`src/source/router_consts.svh`:
```
`ifndef ROUTER_CONSTS_SVH
`define ROUTER_CONSTS_SVH

////////////////////////////////////////
// Bus and address widths
////////////////////////////////////////

// Only the low address bits reach the decoder
`define ROUTER_ADDR_W        16
`define ROUTER_DATA_W        32
`define ROUTER_WORD_IDX_W    12
`define ROUTER_REG_IDX_W     3
`define ROUTER_WBEN_W        4

////////////////////////////////////////
// Transfer codes
////////////////////////////////////////

`define ROUTER_HTRANS_W      2
`define ROUTER_HTRANS_NONSEQ 2'b10
`define ROUTER_SIZE_W        3

`endif

```
`src/source/bus_pkg.sv`:
```
`default_nettype none

`include "router_consts.svh"

package bus_pkg;

    ////////////////////////////////////////
    // Core side request
    ////////////////////////////////////////

    // Transfer size as the core encodes it
    typedef enum logic [`ROUTER_SIZE_W-1:0] {
        HSIZE_BYTE = 3'b000,
        HSIZE_HALF = 3'b001,
        HSIZE_WORD = 3'b010
    } hsize_e;

    // One port's request, write data rides along
    typedef struct packed {
        logic [`ROUTER_HTRANS_W-1:0] htrans;
        logic                        hwrite;
        hsize_e                      hsize;
        logic [`ROUTER_ADDR_W-1:0]   haddr;
        logic [`ROUTER_DATA_W-1:0]   hwdata;
    } bus_req_t;

    ////////////////////////////////////////
    // Address views
    ////////////////////////////////////////

    // RAM view of the address
    typedef struct packed {
        logic [1:0]                    region;
        logic [`ROUTER_WORD_IDX_W-1:0] word_idx;
        logic [1:0]                    byte_off;
    } mem_addr_t;

    // Register block view, index sits just above the byte offset
    typedef struct packed {
        logic                         is_reg;
        logic [9:0]                   unused;
        logic [`ROUTER_REG_IDX_W-1:0] reg_idx;
        logic [1:0]                   byte_off;
    } reg_addr_t;

    // Same address word, two readings
    typedef union packed {
        mem_addr_t mem;
        reg_addr_t regs;
    } bus_addr_u;

endpackage

`default_nettype wire

```
`src/source/target_pkg.sv`:
```
`default_nettype none

`include "router_consts.svh"

package target_pkg;

    // Target selected by address bits 15:14
    typedef enum logic [1:0] {
        TGT_INST = 2'd0,
        TGT_DATA = 2'd1,
        TGT_REG  = 2'd2
    } target_e;

    // What a slave sees for one transfer
    typedef struct packed {
        logic                          active;
        logic                          rwn;
        logic [`ROUTER_WORD_IDX_W-1:0] idx;
        logic [`ROUTER_WBEN_W-1:0]     wben;
        logic [`ROUTER_DATA_W-1:0]     wdata;
    } slave_req_t;

    // Decoder output toward the arbiter
    typedef struct packed {
        logic       valid;
        target_e    target;
        slave_req_t payload;
    } decoded_req_t;

    // Read words coming back, one per target
    typedef struct packed {
        logic [`ROUTER_DATA_W-1:0] inst;
        logic [`ROUTER_DATA_W-1:0] data;
        logic [`ROUTER_DATA_W-1:0] regs;
    } slave_rdata_t;

endpackage

`default_nettype wire

```
`src/source/port_decoder.sv`:
```
`timescale 1ns/10ps
`default_nettype none

`include "router_consts.svh"

module port_decoder
    import bus_pkg::*;
    import target_pkg::*;
(
    input  logic                      clk,
    input  logic                      reset,
    input  bus_req_t                  req,
    input  logic                      grant,
    input  slave_rdata_t              rdata,
    output decoded_req_t              dec,
    output logic                      hready,
    output logic [`ROUTER_DATA_W-1:0] hrdata
);

    bus_addr_u                     addr_view;
    target_e                       target;
    logic [`ROUTER_WORD_IDX_W-1:0] index;
    logic [`ROUTER_WBEN_W-1:0]     lanes;
    logic                          request;
    logic                          accept;
    logic                          resp_q;
    target_e                       resp_tgt_q;

    ////////////////////////////////////////
    // Address decode
    ////////////////////////////////////////

    assign addr_view = req.haddr;

    // 00 inst RAM, 01 data RAM, 1x registers
    always_comb begin
        if (addr_view.regs.is_reg) begin
            target = TGT_REG;
        end else if (addr_view.mem.region[0]) begin
            target = TGT_DATA;
        end else begin
            target = TGT_INST;
        end
    end

    // Register index is zero extended to the RAM index width
    always_comb begin
        if (addr_view.regs.is_reg) begin
            index = {{(`ROUTER_WORD_IDX_W-`ROUTER_REG_IDX_W){1'b0}}, addr_view.regs.reg_idx};
        end else begin
            index = addr_view.mem.word_idx;
        end
    end

    ////////////////////////////////////////
    // Byte lanes
    ////////////////////////////////////////

    // Reads never enable a lane
    always_comb begin
        lanes = '0;
        if (req.hwrite) begin
            case (req.hsize)
                HSIZE_BYTE: begin
                    lanes = {{(`ROUTER_WBEN_W-1){1'b0}}, 1'b1} << addr_view.mem.byte_off;
                end
                HSIZE_HALF: begin
                    if (addr_view.mem.byte_off[1]) begin
                        lanes = 4'b1100;
                    end else begin
                        lanes = 4'b0011;
                    end
                end
                default: begin
                    lanes = 4'b1111;
                end
            endcase
        end
    end

    ////////////////////////////////////////
    // Request toward the arbiter
    ////////////////////////////////////////

    // Held off during the response cycle so one transfer is not taken twice
    assign request = (req.htrans == `ROUTER_HTRANS_NONSEQ) && !resp_q;
    assign accept  = request && grant;

    always_comb begin
        dec.valid          = request;
        dec.target         = target;
        dec.payload.active = request;
        dec.payload.rwn    = !req.hwrite;
        dec.payload.idx    = index;
        dec.payload.wben   = lanes;
        dec.payload.wdata  = req.hwdata;
    end

    ////////////////////////////////////////
    // Response cycle
    ////////////////////////////////////////

    always_ff @(posedge clk) begin
        if (reset) begin
            resp_q <= 1'b0;
        end else begin
            resp_q <= accept;
        end
    end

    // Remember where the read word will come from
    always_ff @(posedge clk) begin
        if (accept) begin
            resp_tgt_q <= target;
        end
    end

    assign hready = resp_q;

    // Slaves answer asynchronously while active, so steer straight through
    always_comb begin
        case (resp_tgt_q)
            TGT_DATA: hrdata = rdata.data;
            TGT_REG:  hrdata = rdata.regs;
            default:  hrdata = rdata.inst;
        endcase
    end

endmodule

`default_nettype wire

```
`src/source/target_arbiter.sv`:
```
`timescale 1ns/10ps
`default_nettype none

module target_arbiter
    import target_pkg::*;
(
    input  logic         clk,
    input  logic         reset,
    input  decoded_req_t imem_dec,
    input  decoded_req_t dmem_dec,
    output logic         imem_grant,
    output logic         dmem_grant,
    output slave_req_t   inst_slave,
    output slave_req_t   data_slave,
    output slave_req_t   reg_slave
);

    localparam int NUM_TGT = int'(TGT_REG) + 1;

    // Inst RAM starts out favoring imem, data RAM and registers favor dmem
    localparam logic [NUM_TGT-1:0] FAVOR_RESET = 3'b001;

    logic [NUM_TGT-1:0] favor_imem;
    logic               conflict;
    logic [NUM_TGT-1:0] imem_hit;
    logic [NUM_TGT-1:0] dmem_hit;
    logic [NUM_TGT-1:0] active_q;
    slave_req_t         slave_q [NUM_TGT];

    ////////////////////////////////////////
    // Grant
    ////////////////////////////////////////

    // Both ports after the same target in this cycle
    assign conflict = imem_dec.valid && dmem_dec.valid &&
                      (imem_dec.target == dmem_dec.target);

    assign imem_grant = imem_dec.valid && (!conflict || favor_imem[imem_dec.target]);
    assign dmem_grant = dmem_dec.valid && (!conflict || !favor_imem[dmem_dec.target]);

    // Which target each granted port lands on
    always_comb begin
        for (int t = 0; t < NUM_TGT; t++) begin
            imem_hit[t] = imem_grant && (imem_dec.target == target_e'(t));
            dmem_hit[t] = dmem_grant && (dmem_dec.target == target_e'(t));
        end
    end

    // Flip after every conflict so a held loser wins the next round
    always_ff @(posedge clk) begin
        if (reset) begin
            favor_imem <= FAVOR_RESET;
        end else if (conflict) begin
            favor_imem[imem_dec.target] <= !favor_imem[imem_dec.target];
        end
    end

    ////////////////////////////////////////
    // Slave drive
    ////////////////////////////////////////

    // One cycle strobe per accepted transfer
    always_ff @(posedge clk) begin
        if (reset) begin
            active_q <= '0;
        end else begin
            active_q <= imem_hit | dmem_hit;
        end
    end

    // Payload of the winner, held until the next transfer to that target
    always_ff @(posedge clk) begin
        for (int t = 0; t < NUM_TGT; t++) begin
            if (imem_hit[t]) begin
                slave_q[t] <= imem_dec.payload;
            end else if (dmem_hit[t]) begin
                slave_q[t] <= dmem_dec.payload;
            end
        end
    end

    // Strobe comes from the reset flops, the rest from the payload
    always_comb begin
        inst_slave        = slave_q[TGT_INST];
        inst_slave.active = active_q[TGT_INST];
    end

    always_comb begin
        data_slave        = slave_q[TGT_DATA];
        data_slave.active = active_q[TGT_DATA];
    end

    always_comb begin
        reg_slave        = slave_q[TGT_REG];
        reg_slave.active = active_q[TGT_REG];
    end

endmodule

`default_nettype wire

```
`src/source/router_top.sv`:
```
`timescale 1ns/10ps
`default_nettype none

`include "router_consts.svh"

module router_top
    import bus_pkg::*;
    import target_pkg::*;
(
    input  logic                      clk,
    input  logic                      reset,

    // Core side
    input  bus_req_t                  imem_req,
    input  bus_req_t                  dmem_req,
    output logic                      imem_hready,
    output logic [`ROUTER_DATA_W-1:0] imem_hrdata,
    output logic                      dmem_hready,
    output logic [`ROUTER_DATA_W-1:0] dmem_hrdata,

    // Slave side
    output slave_req_t                inst_slave,
    output slave_req_t                data_slave,
    output slave_req_t                reg_slave,
    input  slave_rdata_t              slave_rdata
);

    decoded_req_t imem_dec;
    decoded_req_t dmem_dec;
    logic         imem_grant;
    logic         dmem_grant;

    ////////////////////////////////////////
    // Port decoders
    ////////////////////////////////////////

    port_decoder u_imem_port (
        .clk    (clk),
        .reset  (reset),
        .req    (imem_req),
        .grant  (imem_grant),
        .rdata  (slave_rdata),
        .dec    (imem_dec),
        .hready (imem_hready),
        .hrdata (imem_hrdata)
    );

    port_decoder u_dmem_port (
        .clk    (clk),
        .reset  (reset),
        .req    (dmem_req),
        .grant  (dmem_grant),
        .rdata  (slave_rdata),
        .dec    (dmem_dec),
        .hready (dmem_hready),
        .hrdata (dmem_hrdata)
    );

    ////////////////////////////////////////
    // Target arbitration
    ////////////////////////////////////////

    target_arbiter u_arbiter (
        .clk        (clk),
        .reset      (reset),
        .imem_dec   (imem_dec),
        .dmem_dec   (dmem_dec),
        .imem_grant (imem_grant),
        .dmem_grant (dmem_grant),
        .inst_slave (inst_slave),
        .data_slave (data_slave),
        .reg_slave  (reg_slave)
    );

endmodule

`default_nettype wire

```
`config.mk`:
```
export PLATFORM = sky130hd
export DESIGN_NAME = router_top
export DESIGN_NICKNAME = d
export VERILOG_FILES = /design/src/source/bus_pkg.sv /design/src/source/target_pkg.sv /design/src/source/port_decoder.sv /design/src/source/target_arbiter.sv /design/src/source/router_top.sv
export VERILOG_INCLUDE_DIRS = /design/src /design/src/source
export SDC_FILE = /design/constraint.sdc
export NUM_CORES = 1
export LEC_CHECK = 0
export BUFFER_PORTS_ARGS = -buffer_cell sky130_fd_sc_hd__buf_4
export CAP_MARGIN = 10
export CORE_AREA = 3 3 165 167
export CTS_BUF_LIST = sky130_fd_sc_hd__clkbuf_2
export CTS_CLUSTER_DIAMETER = 50
export CTS_CLUSTER_SIZE = 24
export DETAILED_ROUTE_END_ITERATION = 8
export DIE_AREA = 0 0 168 170
export PLACE_DENSITY = 0.72
export SYNTH_ARGS = -nofsm -noshare
export SYNTH_HDL_FRONTEND = slang
export SYNTH_SLANG_ARGS = --single-unit
```
`constraint.sdc`:
```
create_clock -name clk -period 3.7 [get_ports clk]
set_input_delay 0.555 -clock clk [delete_from_list [all_inputs] [get_ports clk]]
set_output_delay 0.555 -clock clk [all_outputs]
set_load 0.01 [all_outputs]
```
* Yosys cells after proc, flatten, opt, wreduce, memory -nomap -nowiden
Memory sizes are Yosys's and may differ from the RTL's. Cells that the tools add are included.
Storage, ports and cells: bits in latches 0, input port bits 206, register bits after elaboration 12, memories kept 1, ROM bits 0, word-level logic and storage cells 96, bits in writable memories 150
Memories:
- u_arbiter.slave_q | depth 3, bits a word 50, rd ports 3, clocked after Yosys merged registers in 0, wr ports 3, line target_arbiter.sv:28 | slave_req_t slave_q [NUM_TGT];
Operators by class: mux-type cells 39, add/subtract/negate cells 0, shift operators 2, multiply operators 0, equal/unequal tests 13, div/mod/pow operators 0, $lt $le $gt $ge 3, reductions and logical operators 28, bitwise gates (word level) 4
Operators by type and width (number):
- two-way mux 50 bit | 3
- case mux 32 bit (2 select lines) | 2
- two-way mux 12 bit | 2
- two-way mux 1 bit | 20
- two-way mux 4 bit | 4
- case mux 4 bit (2 select lines) | 2
- logical AND 1 bit | 15
- == test 2 bit (second input constant) | 6
- == test 2 x 1 -> 1 bit (second input constant) | 4
- left shift 1 x 2 -> 4 bit (first input constant) | 2
- zero test 1 bit | 7
- == test 3 x 1 -> 1 bit (second input constant) | 2
- zero test 3 bit | 2
- < comparator 2 x 3 -> 1 bit (second input constant) | 2
- binary-select mux 1 bit (select 2 bit) | 2
- zero test 2 bit | 2
- two-way mux 2 bit | 2
- bitwise mux 3 bit | 1
- bitwise OR 1 bit | 3
- bitwise OR 3 bit | 1
- demux 1 bit (select 2 bit) | 1
- == test 2 bit | 1
- greater-or-equal comparator 2 x 1 -> 1 bit (second input constant) | 1
- logical OR 1 bit | 2

* Depth between registers and ports, before layout
Gate-level depths: netlist of run 1.
depth in word-level cells 12, depth in mapped cells 6

* Modules after synthesis
From an unflattened synthesis of run 1, not the netlist that was laid out.
Second synthesis, totals: cell total of the unflattened synthesis 718, area total of the unflattened synthesis 9052.4 um^2
Modules (own cells, without submodules):
- target_arbiter | seq. area each 4534.3 um^2, cells an instance 362, times used 1, area an instance 6742.7 um^2
- port_decoder | seq. area each 80.1 um^2, cells an instance 178, times used 2, area an instance 1154.9 um^2

* Worst setup path before layout of run 1
No wires, ideal clock.
path type in2reg, start point input dmem_req[46] in the netlist's numbering, end point memory u_arbiter.slave_q[0][0] in the netlist's numbering (enable), path slack -124 ps, stages on the path 4, required time 3234 ps, path buffers 0, setup time 466 ps, data arrival time 3358 ps, cells stage by stage and3b_1 -> o211ai_1 -> nand2_1 -> o21bai_1
RTL lines:
- start: declaration | line router_top.sv:15 | input bus_req_t dmem_req,
- end: declaration | line target_arbiter.sv:28

* Worst setup path in the final report of run 1
start point register u_dmem_port.resp_tgt_q[1], end point output dmem_hrdata[9]
On the way: word-level cells in the longest chain between the ends 2
RTL lines:
- start: declaration | line port_decoder.sv:27 | target_e resp_tgt_q;
- start signal: assignment | line port_decoder.sv:114 | resp_tgt_q <= target;
- == test 2 bit or == test 2 x 1 -> 1 bit (tied branches) | line port_decoder.sv:122 | case (resp_tgt_q)
- case mux 32 bit (2 select lines) (*) | line port_decoder.sv:122
- end: declaration | line router_top.sv:19 | output logic [`ROUTER_DATA_W-1:0] dmem_hrdata,
Every way passes the cells marked *; elsewhere a longest branch is shown, timed or not.

==> impl_metrics.json, run 1 <==
{
  "outcome": "finished, final reports clean",
  "tns_ns": 0,
  "syn_inst": 644,
  "path_depth": 5,
  "slowest_delay_ns": 0.75,
  "seq_power_share_pct": 52.8,
  "drv_slew": 0,
  "cap_violations": 0,
  "crit_path_start_kind": "flop",
  "wl_mm": 29.9,
  "final_cell_mix": "buf_4 (432), edfxtp_1 (151), nand2_1 (78)",
  "place_congestion": 0.888,
  "critPathSlowestCell": "ha_2",
  "fin_nets": 1286,
  "yosys.cell_types.count": 40,
  "min_from": "dmem_req[17]",
  "die_area_mm2": 0.0286,
  "syn-num-nets": 854,
  "fmax_mhz": 308,
  "synth_top_cell_by_area": "edfxtp_1",
  "min_period_over_period_pct": 87.9,
  "core_mm2": 0.0259,
  "cts_resized": 0,
  "regArea_mm2": 0.00469,
  "drc": 0,
  "timing.rr.end": "u_arbiter.slave_q[1][3]$_DFFE_PP_",
  "synth_warnings": 0,
  "fillers": 2320,
  "fin_total_pwr_mw": 3.96,
  "synth_edf_count": 151,
  "cp_max_fo": 38,
  "final_common_cell": "buf_4",
  "cp_top_family": "adder cells",
  "synth_area_mm2": 0.00825,
  "syn2layout_area_growth_pct": 48.7,
  "fp-row-count": 59,
  "clockBufferDepth": 2,
  "synth_top_area_share_pct": 54.9,
  "grt_setup_unrepaired": "no",
  "cp_data_arrival_time_ns": 2.70,
  "port_buffers": 421,
  "cts_setup_buffers": 0,
  "clock_latency_ns": 0.73,
  "peakVddDrop_v": 0.000211,
  "fp.dieH_um": 170,
  "power_leakage_nw": 5.16,
  "crit_buf_inv": 2,
  "detailed_place_hpwl_mm": 22.3,
  "end_kind": "output port",
  "hp-class": "input pin to flop",
  "io_pins": 422,
  "clock_sinks": 159,
  "cts_root_buf": "clkbuf_2",
  "holdBufCountCts": 22,
  "ant_nets": 0,
  "synth_area_leaders": "edfxtp_1 (55%), mux2_2 (9.1%), mux2_4 (6.2%)",
  "finalSetupViolations": 0,
  "yosys_register_bits": 159,
  "period_minus_slack_ns": 3.25,
  "finClkSkew_ns": 0.0565,
  "powerDensity_mw_per_mm2": 322,
  "synth_ff_type": "edfxtp_1",
  "cts_buffers": 17,
  "drive_above_1_share_pct": 53.3,
  "synth.avg_cell_area_um2": 12.8,
  "multi_input_area_mm2": 0.00336,
  "power_frac_clock_pct": 23.6,
  "cp-startpoint": "u_dmem_port.resp_tgt_q[1]$_DFFE_PP_",
  "cts_tree": "done",
  "switching_share_pct": 29.2,
  "p_int_mw": 2.80,
  "first_pass_iters": 5,
  "grt_remaining_overflow": 0,
  "clk_pin_slew_ns": 0.26,
  "antenna_found_initial": 4,
  "crit_end": "dmem_hrdata[9]",
  "worst_slew_pin_slew_ns": 0.947,
  "chipWidth_um": 168,
  "r2r_slack_ns": 0.80,
  "cp.required_ns": 3.14,
  "yosysSeqAreaShare_pct": 56.9,
  "drt-initial-drc-count": 416,
  "timing_hold_violations_final": 0,
  "grt_pass1_vias": 7261,
  "r2r_start": "u_imem_port.hready$_SDFF_PP0_",
  "finalCoreUtilization_pct": 47.4,
  "grt_pass1_wl_mm": 43.3,
  "grt_max_degree": 51,
  "wl_per_cell_um": 21.0,
  "ff2ff_path_depth": 6,
  "vias": 7158,
  "async_reset_ff_share_pct": 0,
  "slew_headroom_pct": 36.9,
  "crit_type": "flop to output port",
  "p_switching_mw": 1.16,
  "start_util_pct": 31.9,
  "viasPerCell": 5.02,
  "power_frac_comb_pct": 23.6,
  "crit_top_cell": "buf_4",
  "grt.total_usage_pct": 19.7,
  "cp_cell_sequence": "ha_2 -> buf_4 -> nand2_1 -> o21ai_0 -> buf_4",
  "h-tree-depth": 4
}
==> state kept, by name, indices dropped and copies added, names as in the netlist <==
signal / flops
u_arbiter.slave_q: 147
u_arbiter.active_q: 3
u_arbiter.favor_imem: 3
u_dmem_port.resp_tgt_q: 2
u_imem_port.resp_tgt_q: 2
u_dmem_port.hready: 1
u_imem_port.hready: 1
==> through the flow <==
step / hold slack [ns] / worst slack (ns) / std cells / area [um2]
floorplan: 0.457 / 0.734 / 644 / 8260
global placement: 0.480 / 0.457 / 1370 / 11800
detailed placement: 0.486 / 0.425 / 1370 / 11800
CTS: 0.000672 / 0.291 / 1424 / 12300
global route: 0.00587 / 0.181 / 1427 / 12300
finish: 0.130 / 0.449 / 1427 / 12300
==> per-layer routing <==
metal  track usage [%]  vias up  share of wire, %
li1                  -     3318                 -
met3              6.50       33               9.0
met5                 0        -             0.043
met4              5.48        2               1.4
met2              36.2      358                53
met1              21.8     3447                37
==> worst min path at each step <==
stage	end	slack, ns	depth (start not counted)
6_report	u_arbiter.slave_q[0][17]$_DFFE_PP_	0.13	2
4_1_cts	u_arbiter.slave_q[0][6]$_DFFE_PP_	0.0007	2
5_1_grt	u_arbiter.slave_q[0][15]$_DFFE_PP_	0.006	2
2_1_floorplan	u_arbiter.favor_imem[1]$_SDFFE_PP0P_	0.46	2
3_3_place_gp	u_arbiter.favor_imem[1]$_SDFFE_PP0P_	0.48	2
3_5_place_dp	u_arbiter.favor_imem[1]$_SDFFE_PP0P_	0.49	2
==> synth_stat cells, types with 2 or more instances <==
| master | number |
|---|---|
| a21oi_1 | 4 |
| a22oi_1 | 64 |
| buf_2 | 9 |
| buf_4 | 3 |
| buf_6 | 4 |
| clkbuf_1 | 28 |
| dfxtp_1 | 8 |
| edfxtp_1 | 151 |
| ha_1 | 4 |
| inv_1 | 8 |
| mux2_1 | 6 |
| mux2_2 | 67 |
| mux2_4 | 34 |
| mux2i_1 | 33 |
| nand2_1 | 80 |
| nand2b_1 | 20 |
| nand3_1 | 2 |
| nor2_1 | 18 |
| nor2b_1 | 4 |
| o211ai_2 | 2 |
| o21ai_0 | 74 |
| o31ai_1 | 2 |
| or4_1 | 2 |
==> power groups by stage <==
stage               sequential (mW)  clock, mW  combinational, mW
global route                   2.10       1.04               1.01
CTS                            2.09      0.979              0.938
detailed placement             2.13          0              0.917
global placement               2.13          0              0.901
finish                         2.09      0.934              0.932
floorplan                      2.16          0              0.348
==> logic make-up (layout without fill, tap and decap cells) <==
logic type,after synthesis,after routing,share of synthesized area (%)
flip-flops,159,159,56.9
other,0,3,0
multiplexers,140,140,20.1
AO/OA/AOI/OAI,154,154,11.9
adder cells (fa/ha/maj),4,4,0.606
buffers and inverters,53,498,3.05
AND/OR/NAND/NOR,133,133,7.37
XOR/XNOR,1,1,0.106
==> layout make-up <==
type,instances,area share [%]
timing repair buffer,458,28.9
tap,335,3.42
inverter,8,0.245
antenna,3,0.0612
sequential,159,38.3
clock inverter,15,1.08
multi-input combinational,432,27.4
clock buffer,17,0.693
(Power assumes the default switching activity.)
==> run 2, diff against run 1 <==
--- a/config.mk
+++ b/config.mk
@@ -8,13 +8,13 @@
 export LEC_CHECK = 0
 export BUFFER_PORTS_ARGS = -buffer_cell sky130_fd_sc_hd__buf_4
 export CAP_MARGIN = 10
-export CORE_AREA = 3 3 165 167
+export CORE_AREA = 3 3 163 165
 export CTS_BUF_LIST = sky130_fd_sc_hd__clkbuf_2
 export CTS_CLUSTER_DIAMETER = 50
 export CTS_CLUSTER_SIZE = 24
 export DETAILED_ROUTE_END_ITERATION = 8
-export DIE_AREA = 0 0 168 170
-export PLACE_DENSITY = 0.72
+export DIE_AREA = 0 0 166 168
+export PLACE_DENSITY = 0.71
 export SYNTH_ARGS = -nofsm -noshare
 export SYNTH_HDL_FRONTEND = slang
 export SYNTH_SLANG_ARGS = --single-unit
==> constraint.sdc (replaced) <==
create_clock -name clk -period 3.1 [get_ports clk]
set_input_delay 0.465 -clock clk [delete_from_list [all_inputs] [get_ports clk]]
set_output_delay 0.465 -clock clk [all_outputs]
set_load 0.01 [all_outputs]
==> impl_metrics.json, run 2 (synthesis results as in run 1) <==
{
  "outcome": "finished, final reports clean",
  "drt-initial-drc-count": 534,
  "first_pass_iters": 8,
  "cts_root_buf": "clkbuf_2",
  "powerDensity_mw_per_mm2": 370,
  "final_common_cell": "buf_4",
  "tns_ns": 0,
  "clk_pin_slew_ns": 0.24,
  "drc": 0,
  "h-tree-depth": 4,
  "syn2layout_area_growth_pct": 58.1,
  "p_switching_mw": 1.34,
  "crit_end": "u_arbiter.slave_q[2][0]$_DFFE_PP_",
  "r2r_slack_ns": 0.13,
  "max_flop_register": "u_arbiter.slave_q",
  "p_int_mw": 3.48,
  "setup_slack_ns": 0.135,
  "switching_share_pct": 27.8,
  "period_minus_slack_ns": 2.97,
  "cts_tree": "done",
  "io_pins": 422,
  "cp.required_ns": 3.57,
  "fp.dieH_um": 168,
  "power_frac_clock_pct": 23.3,
  "detailed_place_hpwl_mm": 22.8,
  "timing.rr.end": "u_arbiter.slave_q[2][0]$_DFFE_PP_",
  "place_ws_ns": 0.378,
  "clockBufferDepth": 2,
  "worst_slew_pin_slew_ns": 0.692,
  "grt_pass1_vias": 7667,
  "viasPerCell": 5.00,
  "cp_max_fo": 19,
  "final_cell_mix": "buf_4 (434), edfxtp_1 (151), dlygate4sd3_1 (95)",
  "grt_max_degree": 65,
  "finClkSkew_ns": 0.0424,
  "fin_total_pwr_mw": 4.82,
  "timing_hold_violations_final": 0,
  "power_frac_comb_pct": 25.0,
  "vias": 7481,
  "ff2ff_path_depth": 6,
  "crit_path_start_kind": "flop",
  "place_congestion": 0.879,
  "crit_type": "flop to flop",
  "clock_latency_ns": 0.70,
  "core_mm2": 0.0252,
  "chipWidth_um": 166,
  "hold_ws_ns": 0.114,
  "cts_buffers": 17,
  "grt_pass1_wl_mm": 46.2,
  "cap_violations": 0,
  "wl_mm": 31.2,
  "power_leakage_nw": 5.49,
  "wl_per_cell_um": 20.8,
  "fmax_mhz": 337,
  "drv_slew": 0,
  "fin_nets": 1362,
  "grt_remaining_overflow": 0,
  "cts_setup_buffers": 0,
  "grt_setup_unrepaired": "no",
  "r2r_start": "u_dmem_port.hready$_SDFF_PP0_",
  "cp-startpoint": "u_dmem_port.hready$_SDFF_PP0_",
  "seq_power_share_pct": 51.7,
  "hp-class": "input pin to flop",
  "place_area_mm2": 0.0118,
  "slew_headroom_pct": 53.7,
  "largest_reg_flops": 147,
  "min_period_over_period_pct": 95.6,
  "port_buffers": 421,
  "finalSetupViolations": 0,
  "grt.total_usage_pct": 21.3,
  "largest_registers": "u_arbiter.slave_q x147, u_arbiter.active_q x3, u_arbiter.favor_imem x3",
  "antenna_found_initial": 4,
  "end_kind": "flop",
  "cp_data_arrival_time_ns": 3.44,
  "clock_sinks": 159,
  "die_area_mm2": 0.0279,
  "final_area_mm2": 0.0130,
  "peakVddDrop_v": 0.000274,
  "drive_above_1_share_pct": 50.0,
  "fp-row-count": 58,
  "start_util_pct": 32.8,
  "ant_nets": 0
}
-- run 2: metrics by stage --
step / std cells / util [%]
CTS: 1492 / 51.6
floorplan: 644 / -
global route: 1496 / 51.8
finish: 1497 / 51.8
global placement: 1368 / 47.0
detailed placement: 1368 / 47.0
-- run 2: repair_timing --
item                       4_1_cts  5_1_grt
hold endpoints to repair        83        1
setup endpoints to repair       20       27
hold buffers                    93        2
cloned                           0        0
gates resized for setup          2        3
-- run 2: final cells by class --
class                   count  area [um2]
inverters                   8        30.0
flip-flops and latches    159        4690
clock buffers              18        90.1
clock inverters            13         136
well taps                 330         413
fillers                  2192       12100
diodes                      3        7.51
repair buffers            534        4290
multi-input cells         432        3380
-- run 2: how the worst min path moves through the flow --
stage / slack, ns / from / depth (start not counted) / endpoint
2_1_floorplan: 0.46 / u_arbiter.favor_imem[1]$_SDFFE_PP0P_ / 2 / u_arbiter.favor_imem[1]$_SDFFE_PP0P_
3_3_place_gp: 0.48 / u_arbiter.favor_imem[1]$_SDFFE_PP0P_ / 2 / u_arbiter.favor_imem[1]$_SDFFE_PP0P_
3_5_place_dp: 0.50 / u_arbiter.favor_imem[1]$_SDFFE_PP0P_ / 2 / u_arbiter.favor_imem[1]$_SDFFE_PP0P_
4_1_cts: 0.002 / dmem_req[6] / 2 / u_arbiter.slave_q[2][6]$_DFFE_PP_
5_1_grt: 0.002 / dmem_req[6] / 2 / u_arbiter.slave_q[1][6]$_DFFE_PP_
6_report: 0.11 / dmem_req[6] / 2 / u_arbiter.slave_q[2][6]$_DFFE_PP_
-- run 2: power by group through the flow --
stage / clock network (mW) / logic [mW] / registers [mW]
final: 1.13 / 1.20 / 2.49
after global routing: 1.25 / 1.29 / 2.50
after CTS: 1.17 / 1.19 / 2.49
after detailed placement: 0 / 1.09 / 2.54
after global placement: 0 / 1.07 / 2.54
after floorplan: 0 / 0.416 / 2.58
-- run 2: routing by layer --
| layer | vias to the layer above | track usage [%] | routed length (um) |
|---|---|---|---|
| met3 | 40 | 7.07 | 2610 |
| met2 | 354 | 40.7 | 16900 |
| li1 | 3456 | - | - |
| met4 | 2 | 4.77 | 568 |
| met1 | 3629 | 22.8 | 11100 |
| met5 | - | 0 | 13 |
-- run 2: worst max-delay path, stage by stage, from the launching register on --
cell           delay, ns
dfxtp_1             0.40
nor3b_2             0.59
nand2_1             0.26
a31oi_4             0.23
buf_4               0.32
mux2_2              0.38
dlygate4sd3_1       0.59
==> run 3, diff against run 2 <==
--- a/config.mk
+++ b/config.mk
@@ -8,13 +8,14 @@
 export LEC_CHECK = 0
 export BUFFER_PORTS_ARGS = -buffer_cell sky130_fd_sc_hd__buf_4
 export CAP_MARGIN = 10
-export CORE_AREA = 3 3 163 165
+export CORE_ASPECT_RATIO = 2
+export CORE_MARGIN = 3
+export CORE_UTILIZATION = 30
 export CTS_BUF_LIST = sky130_fd_sc_hd__clkbuf_2
 export CTS_CLUSTER_DIAMETER = 50
 export CTS_CLUSTER_SIZE = 24
 export DETAILED_ROUTE_END_ITERATION = 8
-export DIE_AREA = 0 0 166 168
-export PLACE_DENSITY = 0.71
+export PLACE_DENSITY = 0.68
 export SYNTH_ARGS = -nofsm -noshare
 export SYNTH_HDL_FRONTEND = slang
 export SYNTH_SLANG_ARGS = --single-unit
==> impl_metrics.json, run 3 (synthesis results as in run 1) <==
{
  "timing_hold_violations_final": 0,
  "viasPerCell": 4.94,
  "regArea_mm2": 0.00469,
  "cts_buffers": 17,
  "ff2ff_path_depth": 7,
  "setup_slack_ns": 0.113,
  "antenna_found_initial": 8,
  "fin_nets": 1394,
  "drt-initial-drc-count": 257,
  "grt_remaining_overflow": 0,
  "place_area_mm2": 0.0119,
  "fin_total_pwr_mw": 4.98,
  "r2r_start": "u_dmem_port.hready$_SDFF_PP0_",
  "clock_sinks": 159,
  "chipWidth_um": 123,
  "first_pass_iters": 4,
  "peakVddDrop_v": 0.000356,
  "clk_pin_slew_ns": 0.25,
  "grt.total_usage_pct": 20.7,
  "multi_input_area_mm2": 0.00338,
  "power_leakage_nw": 5.64,
  "outcome": "finished, final reports clean",
  "worst_slew_pin_slew_ns": 0.891,
  "hold_ws_ns": 0.101,
  "drc": 0,
  "wl_per_cell_um": 20.8,
  "grt_pass1_wl_mm": 45.6,
  "holdPathEnd": "u_imem_port.hready$_SDFF_PP0_",
  "crit_path_start_kind": "input pin",
  "finClkSkew_ns": 0.0434,
  "powerDensity_mw_per_mm2": 370,
  "min_period_over_period_pct": 96.3,
  "period_minus_slack_ns": 2.99,
  "wl_mm": 32.2,
  "finalSetupViolations": 0,
  "placed_cells_incl_taps": 1386,
  "tns_ns": 0,
  "syn2layout_area_growth_pct": 63.0,
  "cts_root_buf": "clkbuf_2",
  "max_flop_register": "u_arbiter.slave_q",
  "start_util_pct": 30.6,
  "grt_max_degree": 52,
  "cp.required_ns": 3.62,
  "drv_slew": 0,
  "final_common_cell": "buf_4",
  "r2r_slack_ns": 0.19,
  "clock_latency_ns": 0.75,
  "whs_path_depth": 4,
  "final_cell_mix": "buf_4 (432), edfxtp_1 (151), dlygate4sd3_1 (127)",
  "fmax_mhz": 335,
  "grt_pass1_vias": 8007,
  "fin_cells": 1551,
  "cts_setup_buffers": 0,
  "end_kind": "flop",
  "port_buffers": 421,
  "min_from": "imem_req[52]",
  "slew_headroom_pct": 40.4,
  "crit_type": "input pin to flop",
  "cts_tree": "done",
  "largest_registers": "u_arbiter.slave_q x147, u_arbiter.active_q x3, u_arbiter.favor_imem x3",
  "largest_reg_flops": 147,
  "drive_above_1_share_pct": 48.8,
  "final_area_mm2": 0.0135,
  "ant_nets": 0,
  "h-tree-depth": 4,
  "fp.dieH_um": 241,
  "vias": 7662,
  "cp_max_fo": 48,
  "place_congestion": 0.782,
  "core_mm2": 0.0270,
  "detailed_place_hpwl_mm": 23.3,
  "fp-row-count": 85,
  "io_pins": 422,
  "grt_setup_unrepaired": "no",
  "die_area_mm2": 0.0297,
  "finalCoreUtilization_pct": 49.8,
  "cap_violations": 0,
  "hp-class": "input pin to flop",
  "fillers": 2420,
  "timing.rr.end": "u_arbiter.slave_q[2][38]$_DFFE_PP_",
  "clockBufferDepth": 2,
  "cp_data_arrival_time_ns": 3.51,
  "place_ws_ns": 0.229
}
-- run 3: critical path, stage by stage --
cell and delay, ns:
dlygate4sd3_1 0.58, buf_4 0.26, nor2_1 0.11, a21boi_2 0.33, o211a_4 0.25, buf_6 0.54, mux2_4 0.35, dlygate4sd3_1 0.55
-- run 3: repair_timing --
item	in CTS	in global routing
hold endpoints to repair	139	0
gates resized for setup	2	4
hold buffers	127	0
endpoints found under the setup margin	19	11
cloned	0	0
-- run 3: worst max-delay path by stage --
stage | start | end | cells past startpoint
after floorplan | imem_req[52] | u_arbiter.slave_q[1][0]$_DFFE_PP_ | 5
after global placement | dmem_req[46] | u_arbiter.slave_q[0][0]$_DFFE_PP_ | 6
after detailed placement | imem_req[47] | u_arbiter.slave_q[0][0]$_DFFE_PP_ | 6
after CTS | u_imem_port.resp_tgt_q[1]$_DFFE_PP_ | imem_hrdata[5] | 7
after global routing | u_imem_port.resp_tgt_q[0]$_DFFE_PP_ | imem_hrdata[14] | 7
final | dmem_req[47] | u_arbiter.slave_q[0][26]$_DFFE_PP_ | 8
-- run 3: report_power, final --
part           internal [mW]  switching [mW]  total [mW]  leakage (nW)
Combinational          0.682           0.572        1.25          4.03
Sequential              2.46          0.0295        2.49          1.46
Clock                  0.397           0.833        1.23         0.150
-- run 3: final cells by class --
type	count	area share [%]
Antenna cell	6	0.112
Tap cell	348	3.24
Timing Repair Buffer	566	34.5
Clock buffer	17	0.632
Sequential cell	159	34.9
Multi-Input combinational cell	432	25.1
Clock inverter	15	1.26
Inverter	8	0.223
-- run 3: per-layer routing --
layer	global-route usage [%]	wire length [um]	vias to the layer above	part of all wire, %
li1	-	-	3529	-
met1	17.3	9850	3649	31
met2	40.5	17800	411	55
met3	8.04	3080	69	9.6
met4	10.6	1520	4	4.7
met5	0	27	-	0.084
